<file path="config.mk">
export PLATFORM = sky130hd
export DESIGN_NAME = mem_server_flat
export DESIGN_NICKNAME = d
export VERILOG_FILES = /design/src/hw/mem_pkg.sv /design/src/hw/mem_intf.sv /design/src/hw/mem_server.sv /design/src/flat_wrapper.sv
export VERILOG_INCLUDE_DIRS = /design/src /design/src/hw
export SDC_FILE = /design/constraint.sdc
export NUM_CORES = 1
export LEC_CHECK = 0
export ABC_AREA = 1
export BUFFER_PORTS_ARGS = -buffer_cell sky130_fd_sc_hd__buf_2
export CAP_MARGIN = 20
export CORE_UTILIZATION = 40
export DETAILED_ROUTE_END_ITERATION = 10
export GPL_TIMING_DRIVEN = 1
export PLACE_DENSITY = 0.88
export SKIP_LAST_GASP = 1
export SYNTH_ARGS = -nofsm -noshare
export SYNTH_HDL_FRONTEND = slang
export SYNTH_SLANG_ARGS = --single-unit
</file>
<file path="constraint.sdc">
create_clock -name clk -period 2 [get_ports clk]
set_input_delay 0.3 -clock clk [delete_from_list [all_inputs] [get_ports clk]]
set_output_delay 0.3 -clock clk [all_outputs]
set_load 0.02 [all_outputs]
</file>
<file path="src/hw/mem_macros.svh">
// Memory server build constants
// Word and address widths, storage depth, queue depth and pacing delays

`ifndef MEM_MACROS_SVH
`define MEM_MACROS_SVH

// --------------------
// Data path widths
// --------------------

// Bits per data word
`define MEM_DATA_W 32
// Bits per byte address
`define MEM_ADDR_W 16

// --------------------
// Storage and queues
// --------------------

// Words in the on-chip array
`define MEM_WORDS 256
// Entries per paced stream
`define MEM_QUEUE_DEPTH 4

// Cycles a request waits before the engine may see it
`define MEM_REQ_DELAY 2
// Cycles a response waits before leaving the server
`define MEM_RESP_DELAY 1

`endif

</file>
<file path="src/hw/mem_pkg.sv">
// Memory server shared types
// Message field types and the operation encoding

`include "mem_macros.svh"

package mem_pkg;

  // --------------------
  // Operation
  // --------------------

  typedef enum logic {
    MEM_READ  = 1'b0,
    MEM_WRITE = 1'b1
  } mem_op_e;

  // --------------------
  // Message fields
  // --------------------

  // Byte address as seen by the client
  typedef logic [`MEM_ADDR_W-1:0] mem_addr_t;
  // One storage word
  typedef logic [`MEM_DATA_W-1:0] mem_data_t;
  // Byte count, 0 selects the whole word
  typedef logic [1:0] mem_len_t;
  // Client tag, returned untouched
  typedef logic [7:0] mem_opaque_t;

  // Word slot in the array
  typedef logic [$clog2(`MEM_WORDS)-1:0] mem_index_t;

  // Free entry count of a stream, 0 up to full depth
  typedef logic [$clog2(`MEM_QUEUE_DEPTH+1)-1:0] mem_slots_t;

endpackage

</file>
<file path="src/hw/mem_intf.sv">
// Memory message channel
// One valid/ready link carrying a request or a response

`timescale 1ns/1ns

interface mem_intf;

  // --------------------
  // Handshake
  // --------------------

  logic val;
  logic rdy;

  // --------------------
  // Message fields
  // --------------------

  mem_pkg::mem_op_e     op;
  mem_pkg::mem_addr_t   addr;
  mem_pkg::mem_len_t    len;
  mem_pkg::mem_data_t   data;
  mem_pkg::mem_opaque_t opaque;

  // Producer side, holds fields steady while val waits on rdy
  modport sender (
    output val,
    input  rdy,
    output op,
    output addr,
    output len,
    output data,
    output opaque
  );

  // Consumer side
  modport receiver (
    input  val,
    output rdy,
    input  op,
    input  addr,
    input  len,
    input  data,
    input  opaque
  );

endinterface

</file>
<file path="src/hw/mem_server.sv">
// Memory request engine
// Two-stage pipeline from paced requests to array access to responses
// Credits keep the response stream from overflowing

`timescale 1ns/1ns
`include "mem_macros.svh"

module mem_server (
  input  logic                clk,
  input  logic                rst,
  mem_intf.receiver           req,
  mem_intf.sender             resp,
  input  mem_pkg::mem_slots_t resp_free,
  output logic                wr_en,
  output mem_pkg::mem_index_t wr_index,
  output mem_pkg::mem_len_t   wr_len,
  output mem_pkg::mem_data_t  wr_data,
  output logic                rd_en,
  output mem_pkg::mem_index_t rd_index,
  input  mem_pkg::mem_data_t  rd_data
);

  localparam int idx_lsb = $clog2(`MEM_DATA_W / 8);
  localparam int slots_w = $bits(mem_pkg::mem_slots_t);

  logic                accept;
  logic                push;
  logic                loaded;
  mem_pkg::mem_slots_t credits;
  mem_pkg::mem_slots_t prev_free;
  logic                prev_push;
  logic [slots_w:0]    free_sum;
  logic                returned;

  // Stage 1 holds the request while the array answers
  logic                 s1_val;
  mem_pkg::mem_op_e     s1_op;
  mem_pkg::mem_addr_t   s1_addr;
  mem_pkg::mem_len_t    s1_len;
  mem_pkg::mem_opaque_t s1_opaque;

  // Stage 2 is the response register
  logic s2_val;

  // --------------------
  // Credits
  // --------------------

  assign accept  = req.val && req.rdy;
  assign push    = resp.val && resp.rdy;
  assign req.rdy = loaded && (credits != '0);

  // A slot came back if free rose by more than our own push removed
  assign free_sum = {1'b0, resp_free} + (slots_w + 1)'(prev_push);
  assign returned = (free_sum != {1'b0, prev_free});

  always_ff @(posedge clk) begin
    if (rst) begin
      loaded    <= 1'b0;
      credits   <= '0;
      prev_free <= '0;
      prev_push <= 1'b0;
    end else begin
      loaded    <= 1'b1;
      prev_free <= resp_free;
      prev_push <= push;
      if (!loaded) begin
        credits <= resp_free;
      end else begin
        credits <= credits - slots_w'(accept) + slots_w'(returned);
      end
    end
  end

  // --------------------
  // Stage 1, array access
  // --------------------

  assign wr_en    = accept && (req.op == mem_pkg::MEM_WRITE);
  assign rd_en    = accept && (req.op == mem_pkg::MEM_READ);
  assign wr_index = req.addr[idx_lsb +: $bits(mem_pkg::mem_index_t)];
  assign rd_index = req.addr[idx_lsb +: $bits(mem_pkg::mem_index_t)];
  assign wr_len   = req.len;
  assign wr_data  = req.data;

  always_ff @(posedge clk) begin
    if (rst) begin
      s1_val <= 1'b0;
    end else begin
      s1_val <= accept;
    end
  end

  always_ff @(posedge clk) begin
    if (accept) begin
      s1_op     <= req.op;
      s1_addr   <= req.addr;
      s1_len    <= req.len;
      s1_opaque <= req.opaque;
    end
  end

  // --------------------
  // Stage 2, response
  // --------------------

  // Credits guarantee the stream takes s2 before s1 refills it
  always_ff @(posedge clk) begin
    if (rst) begin
      s2_val <= 1'b0;
    end else if (s1_val) begin
      s2_val <= 1'b1;
    end else if (push) begin
      s2_val <= 1'b0;
    end
  end

  always_ff @(posedge clk) begin
    if (s1_val) begin
      resp.op     <= s1_op;
      resp.addr   <= s1_addr;
      resp.len    <= s1_len;
      resp.opaque <= s1_opaque;
      // Writes answer with zero data
      resp.data   <= (s1_op == mem_pkg::MEM_READ) ? rd_data : '0;
    end
  end

  assign resp.val = s2_val;

  // Counter never promises more slots than the stream still has
  a_credit_floor: assert property (@(posedge clk) disable iff (rst)
    loaded |-> (int'(credits) + int'(s1_val) + int'(s2_val) <= int'(resp_free)));

endmodule

</file>
<file path="src/flat_wrapper.sv">
// flat-port wrapper written by rule: the top's interface ports become plain ports
module mem_server_flat 
  (clk, rst, resp_free, wr_en, wr_index, wr_len, wr_data, rd_en, rd_index, rd_data, req_val, req_rdy, req_op, req_addr, req_len, req_data, req_opaque, resp_val, resp_rdy, resp_op, resp_addr, resp_len, resp_data, resp_opaque);
  mem_intf req_i ();
  mem_intf resp_i ();
  input  logic clk;
  input  logic rst;
  input  mem_pkg::mem_slots_t resp_free;
  output logic wr_en;
  output mem_pkg::mem_index_t wr_index;
  output mem_pkg::mem_len_t wr_len;
  output mem_pkg::mem_data_t wr_data;
  output logic rd_en;
  output mem_pkg::mem_index_t rd_index;
  input  mem_pkg::mem_data_t rd_data;
  input wire logic [$bits(req_i.val)-1:0] req_val;
  output wire logic [$bits(req_i.rdy)-1:0] req_rdy;
  input wire logic [$bits(req_i.op)-1:0] req_op;
  input wire logic [$bits(req_i.addr)-1:0] req_addr;
  input wire logic [$bits(req_i.len)-1:0] req_len;
  input wire logic [$bits(req_i.data)-1:0] req_data;
  input wire logic [$bits(req_i.opaque)-1:0] req_opaque;
  output wire logic [$bits(resp_i.val)-1:0] resp_val;
  input wire logic [$bits(resp_i.rdy)-1:0] resp_rdy;
  output wire logic [$bits(resp_i.op)-1:0] resp_op;
  output wire logic [$bits(resp_i.addr)-1:0] resp_addr;
  output wire logic [$bits(resp_i.len)-1:0] resp_len;
  output wire logic [$bits(resp_i.data)-1:0] resp_data;
  output wire logic [$bits(resp_i.opaque)-1:0] resp_opaque;
  assign req_i.val = req_val;
  assign req_rdy = req_i.rdy;
  assign req_i.op = req_op;
  assign req_i.addr = req_addr;
  assign req_i.len = req_len;
  assign req_i.data = req_data;
  assign req_i.opaque = req_opaque;
  assign resp_val = resp_i.val;
  assign resp_i.rdy = resp_rdy;
  assign resp_op = resp_i.op;
  assign resp_addr = resp_i.addr;
  assign resp_len = resp_i.len;
  assign resp_data = resp_i.data;
  assign resp_opaque = resp_i.opaque;
  mem_server u_core (.clk(clk), .rst(rst), .req(req_i), .resp(resp_i), .resp_free(resp_free), .wr_en(wr_en), .wr_index(wr_index), .wr_len(wr_len), .wr_data(wr_data), .rd_en(rd_en), .rd_index(rd_index), .rd_data(rd_data));
endmodule
</file>
==> flow_metrics.tcl <==
set metrics [dict create \
    postPlaceCellArea_mm2 0.00424 \
    cts_buffers 9 \
    setup-violations-final 1 \
    gr-total-overflow 0 \
    grt_pass1_wl_um 10500 \
    place_ws_ns -0.226 \
    nFillCells 747 \
    route.detailed.drc 0 \
    layout-drive-gt1-share 0.463 \
    cts-root-buf "clkbuf_8" \
    ys_seq_elements 96 \
    fin_skew_ns 0.0106 \
    cp.arrival_ns 2.31 \
    dieArea_mm2 0.00973 \
    numClockSinks 96 \
    layout_common_cells "146 x buf_2, 86 x edfxtp_1, 44 x inv_1, 41 x nor2_1, 13 x nand2_1" \
    ys_seq_area_frac 0.745 \
    synth-edff-count 86 \
    portBuffers 146 \
    power_w 0.00401 \
    maxCapViolCount 0 \
    antenna_found_initial 4 \
    ys_warn_count 0 \
    startpoint_type "flop" \
    tns_ns -0.0199 \
    grt_pass1_vias 2152 \
    syn-num-nets 372 \
    hpwlAfterDp_um 5190 \
    first_pass_iters 4 \
    ir_worst_vdd_uv 411 \
    tritoncts "built" \
    syn2layout_area_growth_pct 20.5 \
    grt_util_all_layers 0.145 \
    cp.required_ns 2.29 \
    criticalPathCategory "flop to flop" \
    final_common_cell "buf_2" \
    nets 479 \
    status "finished with violations" \
    setup.worst_path.end_class "flop" \
    clk_pin_slew_ns 0.10 \
    grt_max_degree 40 \
    clock.fmax_mhz 495 \
    cts_max_level 3 \
    synthCells 270 \
    slew-limit-headroom 0.686 \
    ys_types 19 \
    routedWlPerCell_um 14.5 \
    power_density_mw_per_mm2 892 \
    cts_setup_buffers 0 \
    place.gp.congestion 0.666 \
    violations "negative setup slack" \
    rsz0062_at_grt "yes" \
    die_h_um 98.6 \
    num_io_pins 211 \
    fin_crit_ns 2.02 \
    finalMaxSlewViolations 0 \
    cts_buffer_depth 2 \
    num_vias 2160 \
    drtIter0Drc 60 \
    cts_hold_buf 0 \
    post-route-period-util 1.01 \
    worst_slack_ns -0.0199 \
    ant_nets 0 \
    coreArea_mm2 0.00889 \
    syn-cell-area_mm2 0.00373 \
    synthFlopType "edfxtp_1" \
    dieWidth_um 98.6 \
    hold_viol 0 \
    vias_per_cell 4.39 \
    critical_path.max_fanout 2 \
    synth_area_per_cell_um2 13.8 \
    clock_latency_ns 0.36 \
    worst_slew_pin_slew_ns 0.471 \
    start_util 0.420 \
    hold_path_class "input port to flop" \
    fp-row-count 34 \
    stdcell_area_mm2 0.00450 \
    drt-total-wl_um 7140 \
    synthArstFlopShare 0 \
    leakagePower_nw 2.01 \
]
[Yosys cell counts, types with 3 or more instances]
master,number,area [µm²]
edfxtp_1,86,2580
buf_4,50,375
inv_1,44,165
nor2_1,41,154
nand2_1,13,48.8
dfxtp_1,10,200
a21oi_1,4,20.0
buf_2,4,20.0
ha_1,3,37.5
nand3_1,3,15.0
[layout make-up]
class                   instances  area (µm²)  share of cell area
flip-flops and latches         96        2790               0.619
diodes                          2        5.00             0.00111
multi-input cells              76         429              0.0954
repair buffers                150         761               0.169
clock inverters                 7        96.3              0.0214
well taps                     108         135              0.0300
clock buffers                   9         124              0.0275
inverters                      44         165              0.0367
[power breakdown]
group	leakage, nW	internal, W	switching [W]
combinational	1.02	0.000136	0.000235
sequential	0.876	0.00227	0.0000251
clock	0.108	0.000617	0.000731
[state kept, by name (all words and copies together), names as in the netlist]
register            cells
u_core.resp.op          1
u_core.s1_len           2
u_core.credits          3
u_core.resp.opaque      8
u_core.resp.data       32
u_core.s1_addr         16
u_core.resp.val         1
u_core.s1_val           1
u_core.resp.addr       16
u_core.loaded           1
u_core.s1_op            1
u_core.prev_free        3
u_core.resp.len         2
u_core.s1_opaque        8
u_core.prev_push        1
[metrics by stage]
stage | cells | hold slack, ns | utilization
after floorplan | 270 | 0.399 | -
after global placement | 474 | 0.401 | 0.476
after detailed placement | 474 | 0.405 | 0.476
after CTS | 490 | 0.0922 | 0.504
after global routing | 490 | 0.0789 | 0.506
final | 492 | 0.115 | 0.506
[cells by family after synthesis]
kind of cell / Yosys count / synth area share
xor gates and xnor gates: 4 / 0.00938
DFF: 96 / 0.745
buffers and inverters: 98 / 0.150
AOI/OAI and AO/OA: 7 / 0.0124
adders and majority gates: 4 / 0.0154
and+or+nand+nor: 61 / 0.0677
[worst paths after layout]
| check | startpoint | endpoint | slack, ns | depth (start not counted) |
|---|---|---|---|---|
| setup / recovery | u_core.prev_push | u_core.credits[1] | -0.02 | 10 |
| hold / removal | req_addr[10] | u_core.s1_addr[10] | 0.11 | 1 |
| setup reg to reg | u_core.prev_push | u_core.credits[1] | -0.02 | 10 |
| hold reg to reg | u_core.s1_opaque[0] | u_core.resp.opaque[0] | 0.43 | 0 |
[layer usage]
metal,vias to the layer above,wire [µm],GRT usage
met5,-,0,0
li1,1035,-,-
met1,971,2690,0.149
met3,11,706,0.0681
met2,143,3660,0.259
met4,0,80,0.0528
[critical path: stages, from the launching register on]
cell and delay, ns:
dfxtp_2 0.34, ha_4 0.16, ha_4 0.17, xnor2_2 0.16
nand2_1 0.07, nand2_1 0.08, nand2_1 0.06, ha_2 0.18
fa_2 0.52, o21ai_0 0.09, a21oi_1 0.12
[repair_timing]
action,4_1_cts,5_1_grt
endpoints found under the hold margin,0,0
endpoints found under the setup margin,2,2
resized for setup,4,3
pin swaps,2,0
Note: power is estimated with default switching activity, not from simulation.
